**src/common/ucode_defines.svh**
```systemverilog
`ifndef UCODE_DEFINES_SVH
`define UCODE_DEFINES_SVH

// Datapath and program address widths
`define DZ_DATA_W 8
`define DZ_ADDR_W 16

// Micro-op ROM index width
`define DZ_UPC_W 6

// Opcodes run by the core
`define DZ_OP_NOP   8'h00
`define DZ_OP_LDAN  8'h3E
`define DZ_OP_LDBN  8'h06
`define DZ_OP_LDCN  8'h0E
`define DZ_OP_INCA  8'h3C
`define DZ_OP_INCB  8'h04
`define DZ_OP_DECB  8'h05
`define DZ_OP_ADDAB 8'h80
`define DZ_OP_ADDAC 8'h81
`define DZ_OP_SUBB  8'h90
`define DZ_OP_JRN   8'h18
`define DZ_OP_JRNZ  8'h20

`endif

```
**src/common/dzPkg.sv**
```systemverilog
`default_nettype none
`include "ucode_defines.svh"

package dzPkg;

	typedef logic [`DZ_DATA_W-1:0] dataT;
	typedef logic [`DZ_ADDR_W-1:0] addrT;
	typedef logic [`DZ_UPC_W-1:0]  uPcT;

	// Flow control field of a micro-op
	typedef enum logic [2:0] {op, inc, eof, incEof, eofNz} uCtrlE;

	// Operation field
	typedef enum logic [2:0] {nop, sma, srm, inc8, dec8, add8, sub8, jrel} uOperE;

	// Operand field, a register or nothing
	typedef enum logic [1:0] {regA, regB, regC, regNone} regSelE;

	typedef enum logic [2:0]
	{
		sFetchReq,
		sFetchWait,
		sFetchDrop,
		sDecode,
		sExec,
		sMemReq,
		sMemWait,
		sMemDrop
	} seqStateE;

endpackage

`default_nettype wire

```
**src/hw/cpuFsm.sv**
```systemverilog
`timescale 1ns/1ns
`default_nettype none

module cpuFsm
	import dzPkg::*;
(
	input  logic  clk,
	input  logic  rst,
	input  logic  memAck,
	output logic  memReq,
	input  uCtrlE uCtrl,
	input  uOperE uOper,
	input  logic  zeroFlag,
	output logic  uPcLoad,
	output logic  uPcInc,
	output logic  pcInc,
	output logic  pcJump,
	output logic  dataLatch,
	output logic  opLatch,
	output logic  execEn
);

	seqStateE state;
	seqStateE nextState;
	logic endFlow;

	////////////////////////////////////////////////////////////////////////////
	// Micro-op decode
	////////////////////////////////////////////////////////////////////////////

	assign endFlow = (uCtrl == eof) || (uCtrl == incEof) || ((uCtrl == eofNz) && zeroFlag);

	assign execEn    = (state == sExec);
	assign uPcLoad   = (state == sDecode);
	assign uPcInc    = execEn && !endFlow;
	assign pcInc     = execEn && ((uCtrl == inc) || (uCtrl == incEof));
	assign pcJump    = execEn && (uOper == jrel);
	assign opLatch   = (state == sFetchWait) && memAck;
	assign dataLatch = (state == sMemWait) && memAck;

	// Request rises after the request state and stays up until ack is seen
	assign memReq = (state == sFetchWait) || (state == sMemWait);

	////////////////////////////////////////////////////////////////////////////
	// Sequencer
	////////////////////////////////////////////////////////////////////////////

	always_comb
	begin
		nextState = state;
		case (state)
			sFetchReq:  nextState = sFetchWait;
			sFetchWait: if (memAck) nextState = sFetchDrop;
			sFetchDrop: if (!memAck) nextState = sDecode;
			sDecode:    nextState = sExec;
			sExec:
			begin
				if (endFlow)
					nextState = sFetchReq;
				else if (uOper == sma)
					nextState = sMemReq;
			end
			sMemReq:    nextState = sMemWait;
			sMemWait:   if (memAck) nextState = sMemDrop;
			// Back to the flow once memory has dropped ack
			sMemDrop:   if (!memAck) nextState = sExec;
			default:    nextState = sFetchReq;
		endcase
	end

	always_ff @(posedge clk)
	begin
		if (rst)
			state <= sFetchReq;
		else
			state <= nextState;
	end

endmodule

`default_nettype wire

```
**src/hw/dzCpuTop.sv**
```systemverilog
`timescale 1ns/1ns
`default_nettype none

module dzCpuTop
	import dzPkg::*;
(
	input  logic   clk,
	input  logic   rst,
	output logic   memReq,
	output addrT   memAddr,
	input  logic   memAck,
	input  dataT   memData,
	output logic   regWrValid,
	output regSelE regWrSel,
	output dataT   regWrData,
	output logic   zeroFlag
);

	uPcT flowIdx;
	uPcT uPc;
	uCtrlE uCtrl;
	uOperE uOper;
	regSelE uReg;
	dataT opcode;
	dataT jumpOfs;
	logic uPcLoad;
	logic uPcInc;
	logic pcInc;
	logic pcJump;
	logic dataLatch;
	logic opLatch;
	logic execEn;

	cpuFsm i_fsm (
		.clk(clk), .rst(rst), .memAck(memAck), .memReq(memReq),
		.uCtrl(uCtrl), .uOper(uOper), .zeroFlag(zeroFlag),
		.uPcLoad(uPcLoad), .uPcInc(uPcInc), .pcInc(pcInc), .pcJump(pcJump),
		.dataLatch(dataLatch), .opLatch(opLatch), .execEn(execEn)
	);

	// The program counter is the read address
	seqCounters i_counters (
		.clk(clk), .rst(rst), .flowIdx(flowIdx),
		.uPcLoad(uPcLoad), .uPcInc(uPcInc), .pcInc(pcInc), .pcJump(pcJump),
		.jumpOfs(jumpOfs), .uPc(uPc), .pc(memAddr)
	);

	opcodeMap i_opMap (.opcode(opcode), .flowIdx(flowIdx));

	ucodeRom i_rom (.uPc(uPc), .uCtrl(uCtrl), .uOper(uOper), .uReg(uReg));

	regFileAlu i_regAlu (
		.clk(clk), .rst(rst), .memData(memData),
		.dataLatch(dataLatch), .opLatch(opLatch), .execEn(execEn),
		.uOper(uOper), .uReg(uReg), .opcode(opcode), .jumpOfs(jumpOfs),
		.zeroFlag(zeroFlag), .regWrValid(regWrValid),
		.regWrSel(regWrSel), .regWrData(regWrData)
	);

endmodule

`default_nettype wire

```
**src/hw/regFileAlu.sv**
```systemverilog
`timescale 1ns/1ns
`default_nettype none

module regFileAlu
	import dzPkg::*;
(
	input  logic   clk,
	input  logic   rst,
	input  dataT   memData,
	input  logic   dataLatch,
	input  logic   opLatch,
	input  logic   execEn,
	input  uOperE  uOper,
	input  regSelE uReg,
	output dataT   opcode,
	output dataT   jumpOfs,
	output logic   zeroFlag,
	output logic   regWrValid,
	output regSelE regWrSel,
	output dataT   regWrData
);

	dataT aReg;
	dataT bReg;
	dataT cReg;
	dataT operand;
	dataT srcVal;
	dataT aluRes;
	regSelE dstSel;
	logic wrEn;
	logic flagEn;

	assign jumpOfs = operand;

	// Read data capture
	always_ff @(posedge clk)
	begin
		if (opLatch)
			opcode <= memData;
		if (dataLatch)
			operand <= memData;
	end

	always_comb
	begin
		case (uReg)
			regA:    srcVal = aReg;
			regB:    srcVal = bReg;
			regC:    srcVal = cReg;
			default: srcVal = '0;
		endcase
	end

	////////////////////////////////////////////////////////////////////////////
	// ALU where ADD and SUB always target A
	////////////////////////////////////////////////////////////////////////////

	always_comb
	begin
		aluRes = operand;
		dstSel = uReg;
		flagEn = 1'b1;
		case (uOper)
			srm:     flagEn = 1'b0;
			inc8:    aluRes = srcVal + 1'b1;
			dec8:    aluRes = srcVal - 1'b1;
			add8:
			begin
				aluRes = aReg + srcVal;
				dstSel = regA;
			end
			sub8:
			begin
				aluRes = aReg - srcVal;
				dstSel = regA;
			end
			default: dstSel = regNone;
		endcase
	end

	assign wrEn = execEn && (dstSel != regNone);

	always_ff @(posedge clk)
	begin
		if (rst)
		begin
			aReg <= '0;
			bReg <= '0;
			cReg <= '0;
			zeroFlag <= 1'b0;
			regWrValid <= 1'b0;
		end
		else
		begin
			regWrValid <= wrEn;
			if (wrEn)
			begin
				case (dstSel)
					regA:    aReg <= aluRes;
					regB:    bReg <= aluRes;
					regC:    cReg <= aluRes;
					default: ;
				endcase
			end
			// Loads leave Z alone
			if (wrEn && flagEn)
				zeroFlag <= (aluRes == '0);
		end
	end

	// Result port payload
	always_ff @(posedge clk)
	begin
		if (wrEn)
		begin
			regWrSel <= dstSel;
			regWrData <= aluRes;
		end
	end

endmodule

`default_nettype wire

```
**src/hw/seqCounters.sv**
```systemverilog
`timescale 1ns/1ns
`default_nettype none
`include "ucode_defines.svh"

module seqCounters
	import dzPkg::*;
(
	input  logic clk,
	input  logic rst,
	input  uPcT  flowIdx,
	input  logic uPcLoad,
	input  logic uPcInc,
	input  logic pcInc,
	input  logic pcJump,
	input  dataT jumpOfs,
	output uPcT  uPc,
	output addrT pc
);

	addrT ofsExt;

	// Signed byte offset widened to the address
	assign ofsExt = {{(`DZ_ADDR_W - `DZ_DATA_W){jumpOfs[`DZ_DATA_W-1]}}, jumpOfs};

	// Micro-program counter
	always_ff @(posedge clk)
	begin
		if (rst)
			uPc <= '0;
		else if (uPcLoad)
			uPc <= flowIdx;
		else if (uPcInc)
			uPc <= uPc + 1'b1;
	end

	// Program counter, a jump is relative to the byte after the operand
	always_ff @(posedge clk)
	begin
		if (rst)
			pc <= '0;
		else if (pcJump)
			pc <= pc + ofsExt;
		else if (pcInc)
			pc <= pc + 1'b1;
	end

endmodule

`default_nettype wire

```
**src/hw/ucode/opcodeMap.sv**
```systemverilog
`timescale 1ns/1ns
`default_nettype none
`include "ucode_defines.svh"

module opcodeMap
	import dzPkg::*;
(
	input  dataT opcode,
	output uPcT  flowIdx
);

	// Flow start per opcode, must track the rows in ucodeRom
	always_comb
	begin
		case (opcode)
			`DZ_OP_NOP:   flowIdx = 6'd0;
			`DZ_OP_LDAN:  flowIdx = 6'd1;
			`DZ_OP_LDBN:  flowIdx = 6'd4;
			`DZ_OP_LDCN:  flowIdx = 6'd7;
			`DZ_OP_INCA:  flowIdx = 6'd10;
			`DZ_OP_INCB:  flowIdx = 6'd11;
			`DZ_OP_DECB:  flowIdx = 6'd12;
			`DZ_OP_ADDAB: flowIdx = 6'd13;
			`DZ_OP_ADDAC: flowIdx = 6'd14;
			`DZ_OP_SUBB:  flowIdx = 6'd15;
			`DZ_OP_JRN:   flowIdx = 6'd16;
			`DZ_OP_JRNZ:  flowIdx = 6'd20;
			// Unknown opcodes fall back to the NOP flow
			default:      flowIdx = 6'd0;
		endcase
	end

endmodule

`default_nettype wire

```
**src/hw/ucode/ucodeRom.sv**
```systemverilog
`timescale 1ns/1ns
`default_nettype none

module ucodeRom
	import dzPkg::*;
(
	input  uPcT    uPc,
	output uCtrlE  uCtrl,
	output uOperE  uOper,
	output regSelE uReg
);

	localparam int rowW = $bits(uCtrlE) + $bits(uOperE) + $bits(regSelE);

	logic [rowW-1:0] row;

	function automatic logic [rowW-1:0] uRow(input uCtrlE c, input uOperE o, input regSelE r);
		return {c, o, r};
	endfunction

	always_comb
	begin
		case (uPc)
			// NOP
			6'd0:  row = uRow(incEof, nop,  regNone);
			// LD A,n
			6'd1:  row = uRow(inc,    nop,  regNone);
			6'd2:  row = uRow(op,     sma,  regNone);
			6'd3:  row = uRow(incEof, srm,  regA);
			// LD B,n
			6'd4:  row = uRow(inc,    nop,  regNone);
			6'd5:  row = uRow(op,     sma,  regNone);
			6'd6:  row = uRow(incEof, srm,  regB);
			// LD C,n
			6'd7:  row = uRow(inc,    nop,  regNone);
			6'd8:  row = uRow(op,     sma,  regNone);
			6'd9:  row = uRow(incEof, srm,  regC);
			// Single byte ALU ops
			6'd10: row = uRow(incEof, inc8, regA);
			6'd11: row = uRow(incEof, inc8, regB);
			6'd12: row = uRow(incEof, dec8, regB);
			6'd13: row = uRow(incEof, add8, regB);
			6'd14: row = uRow(incEof, add8, regC);
			6'd15: row = uRow(incEof, sub8, regB);
			// JR n
			6'd16: row = uRow(inc,    nop,  regNone);
			6'd17: row = uRow(op,     sma,  regNone);
			6'd18: row = uRow(inc,    nop,  regNone);
			6'd19: row = uRow(eof,    jrel, regNone);
			// JR NZ,n
			6'd20: row = uRow(inc,    nop,  regNone);
			6'd21: row = uRow(op,     sma,  regNone);
			6'd22: row = uRow(inc,    nop,  regNone);
			// pc already past the operand here, so a set Z just stops
			6'd23: row = uRow(eofNz,  nop,  regNone);
			6'd24: row = uRow(eof,    jrel, regNone);
			default:
				row = uRow(op, nop, regNone);
		endcase
	end

	assign uCtrl = uCtrlE'(row[rowW-1 -: $bits(uCtrlE)]);
	assign uOper = uOperE'(row[$bits(regSelE) +: $bits(uOperE)]);
	assign uReg  = regSelE'(row[$bits(regSelE)-1:0]);

endmodule

`default_nettype wire

```
**config.mk**
```make
export PLATFORM = sky130hd
export DESIGN_NAME = dzCpuTop
export DESIGN_NICKNAME = d
export VERILOG_FILES = /design/src/common/dzPkg.sv /design/src/hw/cpuFsm.sv /design/src/hw/dzCpuTop.sv /design/src/hw/regFileAlu.sv /design/src/hw/seqCounters.sv /design/src/hw/ucode/opcodeMap.sv /design/src/hw/ucode/ucodeRom.sv
export VERILOG_INCLUDE_DIRS = /design/src /design/src/common
export SDC_FILE = /design/constraint.sdc
export NUM_CORES = 1
export LEC_CHECK = 0
export BUFFER_PORTS_ARGS = -buffer_cell sky130_fd_sc_hd__buf_2
export CAP_MARGIN = 5
export CORE_ASPECT_RATIO = 0.75
export CORE_MARGIN = 4
export CORE_UTILIZATION = 45
export CTS_BUF_LIST = sky130_fd_sc_hd__clkbuf_4 sky130_fd_sc_hd__clkbuf_8
export CTS_CLUSTER_DIAMETER = 40
export DETAILED_ROUTE_END_ITERATION = 10
export PLACE_DENSITY_LB_ADDON = 0.2
export SETUP_SLACK_MARGIN = 0.05
export SLEW_MARGIN = 20
export SYNTH_ARGS = -nofsm -noshare
export SYNTH_HDL_FRONTEND = slang
export SYNTH_SLANG_ARGS = --single-unit
```
**constraint.sdc**
```tcl
create_clock -name clk -period 7.2 [get_ports clk]
set_input_delay 1.44 -clock clk [delete_from_list [all_inputs] [get_ports clk]]
set_output_delay 1.44 -clock clk [all_outputs]
set_load 0.01 [all_outputs]
```
==> impl_metrics.csv, run 1 <==
group,metric,value,unit
detailed_routing,wirelength,13710,µm
clock_tree,clk_transition_reported_paths,0.09,ns
timing,drv_slew,0,
timing,fmax,244.1,MHz
timing,finalHoldWorstSlack,0.4726,ns
final_layout,final_area,0.006166,mm²
power,p_per_area,200.2,mW/mm²
synthesis,synth_fp_nets,696,
clock_tree,postCtsSetupRepairBufs,0,
floorplanning,io_pins,40,
place,place_hpwl,10410,µm
timing,setup_violations,0,
clock_tree,cts_htree_levels,3,
clock_tree,cts_tree,"done",
global_routing,grt-ovfl-total,0,
worst_setup_path,critPathLaunchType,"flip-flop",
detailed_routing,vias_per_cell,5.598,
clock_tree,clock_latency,0.36,ns
synthesis,synth_edf_count,26,
clock_tree,clk_path_buf_depth,2,
final_layout,drive_gt1_frac,0.1395,
clock_tree,clock_sinks,85,
place,routabilityCongestion,0.8986,
global_routing,grt_max_degree,58,
final_layout,antenna_cells,0,
synthesis,async_reset_ff_frac,0,
timing,grt_setup_unrepaired,"no",
synthesis,synthCells,639,
synthesis,post-synth-top-area-cell,"dfxtp_1",
detailed_routing,remaining_drc_errors,0,
hold_path,hp-class,"flip-flop to flip-flop",
detailed_routing,first_iter_violations,446,
synthesis,synth_cell_types,71,
detailed_routing,wl_per_cell,16.33,µm
synthesis,syn_avg_cell_area,8.850,µm²
timing,finalHoldViolations,0,
synthesis,synth_area_leaders,"dfxtp_1, edfxtp_1, ha_1",
power,power_leakage,2.421,nW
final_layout,final_cell_mix,"nor2_1, dfxtp_1, a21oi_1",
power,ir_drop,0.1274,mV
place,dp_cells,824,
final_layout,nFillCells,1182,
worst_setup_path,path_class,"flip-flop to flip-flop",
floorplanning,die_width,137.5,µm
synthesis,yosys.area.top_type_share,0.2088,
floorplanning,fp.dieH,105.1,µm
timing,period_minus_slack,4.097,ns
floorplanning,rows,35,
timing,relSlewSlack,0.3318,
worst_setup_path,endpoint_kind,"flip-flop",
clock_tree,cts-resized-gates,0,
final_layout,final_nets,726,
final_layout,seq_area,0.001962,mm²
worst_setup_path,cp_max_fo,19,
outcome,status,"completed",
timing,worst_pin_slew,0.9969,ns
detailed_routing,drt_pass1_iterations,5,
synthesis,yosysSeqAreaShare,0.3469,
detailed_routing,antenna_left,0,
detailed_routing,num_vias,4702,
synthesis,synth_area,0.005655,mm²
synthesis,synthFlopType,"dfxtp_1",
final_layout,area_growth_syn_to_layout,9.026,%
run,maxCapViolCount,0,
floorplanning,initial_utilization,0.4596,
worst_setup_path,arrival,4.20,ns
worst_setup_path,critPathRequiredTime,7.30,ns
synthesis,yosysWarnings,0,
final_layout,stdcell_count,840,
floorplanning,die-area,0.01444,mm²
synthesis,ys_ff_latch,85,
floorplanning,coreArea,0.01231,mm²
final_layout,layout.cells.most_common,"nor2_1",
clock_tree,cts_buffers,9,
clock_tree,postCtsHoldBufs,0,
place,numPortBuffers,39,
global_routing,antenna_found_initial,0,
final_layout,multiInputGateArea,0.003431,mm²
timing,finalCritPeriodShare,0.5690,
timing,finalSetupTns,0,ns
global_routing,grt_pass1_wl,22800,µm
timing,clock_skew,0.01823,ns
clock_tree,root_buffer,"clkbuf_8",
global_routing,grt_pass1_vias,4419,
global_routing,grt_use_total,0.1964,
place,place_area,0.005964,mm²
==> cells in the mapped netlist (all sizes together) (8+ instances only) <==
cell type  count
a211oi        26
a21oi         51
a221oi         9
and2          14
and3           8
buf           12
clkbuf        13
dfxtp         59
edfxtp        26
ha            43
inv           35
mux2i         12
nand2         48
nand3         12
nand3b        10
nor2          65
nor2b          8
nor3          18
o21a           9
o21ai         31
o31ai         11
xnor2         19
xor2          13
==> critical path, stage by stage, from the launching register on <==
cell	delay (ns)
dfxtp_1	0.86
mux2i_1	0.16
o21ai_1	0.32
nand2_1	0.19
ha_1	0.31
nand2_1	0.05
o21ai_0	0.16
fa_1	0.47
nor2b_1	0.15
o21a_1	0.12
nor2_1	0.06
o21ai_1	0.12
a21oi_1	0.09
xnor2_1	0.13
a221oi_1	0.55
inv_1	0.10
==> state kept, by name, summed over array words and instances (netlist names), named ones only <==
signal,flops
i_counters.uPc,6
i_regAlu.regWrData,8
i_regAlu.zeroFlag,1
i_regAlu.opcode,8
i_regAlu.jumpOfs,8
i_regAlu.bReg,8
i_regAlu.regWrSel,2
i_fsm.state,3
i_regAlu.cReg,8
i_regAlu.aReg,8
i_regAlu.regWrValid,1
i_counters.pc,16
==> layer usage <==
metal	wire length, µm	track usage
met5	0	0
met1	6945	0.2930
met4	123	0.04345
met3	613	0.03754
met2	6030	0.2918
==> worst paths after layout <==
check,start,to,slack (ns),cells after the start
max,flip-flop,i_regAlu.regWrData[6]$_DFFE_PP_,3.10,15
min,i_counters.pc[11]$_SDFFE_PP0P_,i_counters.pc[11]$_SDFFE_PP0P_,0.47,2
max reg2reg,flip-flop,i_regAlu.regWrData[6]$_DFFE_PP_,3.10,15
min reg2reg,i_counters.pc[11]$_SDFFE_PP0P_,i_counters.pc[11]$_SDFFE_PP0P_,0.47,2
==> through the flow <==
step	util	power [mW]	setup slack (ns)
final	0.5011	1.234	3.103
after global routing	0.5011	1.307	2.671
after CTS	0.5011	1.242	3.156
after detailed placement	0.4847	0.8917	3.163
after global placement	0.4847	0.8827	3.324
after floorplan	-	0.8236	3.991
==> kinds of logic (layout without fill, tap and decap cells) <==
group | count (synthesis) | in the layout | share of synthesized area
simple gates | 223 | 223 | 0.2060
compound gates | 177 | 177 | 0.2162
flops | 85 | 85 | 0.3469
buf+inv | 60 | 95 | 0.04646
fa+ha+maj | 46 | 46 | 0.1058
xor+xnor | 32 | 32 | 0.04956
mux | 16 | 16 | 0.02920
==> report_power, final <==
| part | internal (mW) | leakage, nW | switching [mW] |
|---|---|---|---|
| clock | 0.177 | 0.107 | 0.170 |
| combinational | 0.119 | 1.60 | 0.185 |
| sequential | 0.529 | 0.714 | 0.0543 |
==> cell type report <==
type,instances,area share
multi-input cells,494,0.5564
flip-flops and latches,85,0.3182
repair buffers,44,0.03774
well taps,166,0.03369
clock buffers,12,0.02476
inverters,35,0.02131
clock inverters,4,0.007914
No activity file was read; power rests on OpenSTA's default activity.
==> run 2, diff against run 1 <==
==> constraint.sdc (replaced) <==
create_clock -name clk -period 3.5 [get_ports clk]
set_input_delay 0.7 -clock clk [delete_from_list [all_inputs] [get_ports clk]]
set_output_delay 0.7 -clock clk [all_outputs]
set_load 0.01 [all_outputs]
==> run 2 against run 1 <==
Net effect: first-iteration DRC count grew 14%; critical path depth grew 3; flip-flop and latch count is the same; core utilization grew 1.5 points; sequential power grew 100%; fmax grew 25%; worst setup slack lost 2.9 ns; design area grew 3.1%; clock skew shrank 0.0097 ns; critical path type unchanged; largest cell class unchanged; largest power group unchanged.
==> impl_metrics.csv, run 2 (same netlist as run 1, synthesis figures left out) <==
group,metric,value,unit
outcome,status,"completed",
floorplanning,io_pins,40,
timing,fmax,305.8,MHz
clock_tree,clock_latency,0.37,ns
worst_setup_path,arrival,3.59,ns
floorplanning,coreArea,0.01231,mm²
place,place_hpwl,10990,µm
timing,finalHoldViolations,0,
hold_path,holdCritStartpoint,"i_counters.pc[0]$_SDFFE_PP0P_",
power,clkPwrFrac,0.276,
worst_setup_path,endpoint_kind,"flip-flop",
clock_tree,clk_path_buf_depth,2,
detailed_routing,wl_met2,6158,µm
timing,finalCritPeriodShare,0.9344,
timing,period_minus_slack,3.271,ns
timing,relSlewSlack,0.3787,
timing,drv_slew,0,
clock_tree,postCtsHoldBufs,0,
hold_path,hp-class,"flip-flop to flip-flop",
timing,setup_violations,0,
run,maxCapViolCount,0,
timing,worst_pin_slew,0.9269,ns
detailed_routing,wl_met1,7287,µm
place,dp_cells,841,
detailed_routing,dr.max_layer_used,"met4",
detailed_routing,drt_pass1_iterations,5,
power,p_comb_frac,0.264,
worst_setup_path,critPathRequiredTime,3.82,ns
clock_tree,cts_tree,"done",
power,power.internal,1.689,mW
worst_setup_path,cp_max_fo,8,
power,ir_drop,0.2954,mV
worst_setup_path,critPathLaunchType,"flip-flop",
final_layout,area_growth_syn_to_layout,12.37,%
detailed_routing,first_iter_violations,508,
floorplanning,die-area,0.01444,mm²
power,power_leakage,2.505,nW
global_routing,antenna_found_initial,0,
floorplanning,fp.dieH,105.1,µm
global_routing,grt-ovfl-total,0,
final_layout,final_nets,745,
clock_tree,clock_sinks,85,
detailed_routing,remaining_drc_errors,0,
clock_tree,cts_buffers,9,
worst_setup_path,path_class,"flip-flop to flip-flop",
final_layout,regMostFlops,"i_counters.pc",
global_routing,grt_pass1_vias,4523,
final_layout,final_cell_mix,"nor2_1, dfxtp_1, a21oi_1",
detailed_routing,route.met3.wl,788,µm
power,total_power,2.576,mW
place,routabilityCongestion,0.9031,
power,pwr-share-seq,0.459,
global_routing,grt_pass1_wl,23580,µm
power,p_switching,0.8870,mW
final_layout,drive_gt1_frac,0.1833,
place,dp_slack,0.06806,ns
detailed_routing,antenna_left,0,
detailed_routing,wl_per_cell,16.88,µm
clock_tree,clk_transition_reported_paths,0.09,ns
clock_tree,root_buffer,"clkbuf_8",
global_routing,grt_max_degree,32,
timing,clock_skew,0.008576,ns
timing,worst_slack,0.2295,ns
global_routing,grt_use_total,0.2049,
power,p_per_area,405.4,mW/mm²
power,switching_share,0.3443,
timing,finalHoldWorstSlack,0.4826,ns
detailed_routing,num_vias,4858,
final_layout,antenna_cells,0,
floorplanning,rows,35,
place,numPortBuffers,39,
final_layout,stdcell_count,859,
timing,grt_setup_unrepaired,"no",
clock_tree,cts_htree_levels,3,
detailed_routing,wirelength,14500,µm
floorplanning,die_width,137.5,µm
detailed_routing,vias_per_cell,5.655,
final_layout,largest_register_ffs,16,
floorplanning,initial_utilization,0.4596,
final_layout,layout.cells.most_common,"nor2_1",
timing,finalSetupTns,0,ns
[run 2: per-stage QoR]
step / instance area [µm²] / util
after floorplan: 5655 / -
after global placement: 6092 / 0.4951
after detailed placement: 6092 / 0.4951
after CTS: 6295 / 0.5115
after global routing: 6355 / 0.5164
final: 6355 / 0.5164
[run 2: layout make-up]
cell class | count | area [µm²]
tap | 166 | 207.7
clock inverter | 7 | 73.82
fill | 1142 | 5951
multi-input combinational | 494 | 3476
inverter | 35 | 131.4
timing repair buffer | 63 | 375.4
clock buffer | 9 | 123.9
sequential | 85 | 1967
[run 2: path summary, 6_finish.rpt]
| kind | endpoint | slack (ns) | cells past startpoint |
|---|---|---|---|
| worst min register to register | i_counters.pc[0]$_SDFFE_PP0P_ | 0.48 | 2 |
| worst max register to register | i_regAlu.zeroFlag$_SDFFE_PP0P_ | 0.23 | 18 |
| worst min-delay path | i_counters.pc[0]$_SDFFE_PP0P_ | 0.48 | 2 |
| worst max-delay path | i_regAlu.zeroFlag$_SDFFE_PP0P_ | 0.23 | 18 |
[run 2: repair_timing]
action                                  CTS  global route
resized for setup                         1            18
buffers inserted                          0             2
endpoints found under the setup margin    1            21
pin swaps                                 0             3
[run 2: critical path, cell delays in order (launching register included)]
cell      delay, ns
dfxtp_2        0.36
buf_4          0.17
nand3b_1       0.17
o21ai_2        0.09
nand2_1        0.13
ha_1           0.30
nand2_1        0.04
o21ai_1        0.15
inv_1          0.07
ha_1           0.27
nor2b_1        0.13
o21a_1         0.19
nor2_1         0.12
xor2_1         0.16
nor2_1         0.07
a221oi_2       0.31
inv_2          0.08
nor4_2         0.24
a41o_1         0.19
[run 2: power groups by stage]
stage	logic [mW]	clock network [mW]	registers, mW
global route	0.760	0.771	1.20
detailed placement	0.664	0	1.20
global placement	0.653	0	1.19
finish	0.681	0.712	1.18
CTS	0.670	0.729	1.18
floorplan	0.542	0	1.15
[run 2: per-layer routing]
| metal | track usage | up-vias |
|---|---|---|
| met4 | 0.06481 | 0 |
| met2 | 0.2845 | 126 |
| met3 | 0.04379 | 25 |
| li1 | - | 2423 |
| met5 | 0 | - |
| met1 | 0.3121 | 2284 |
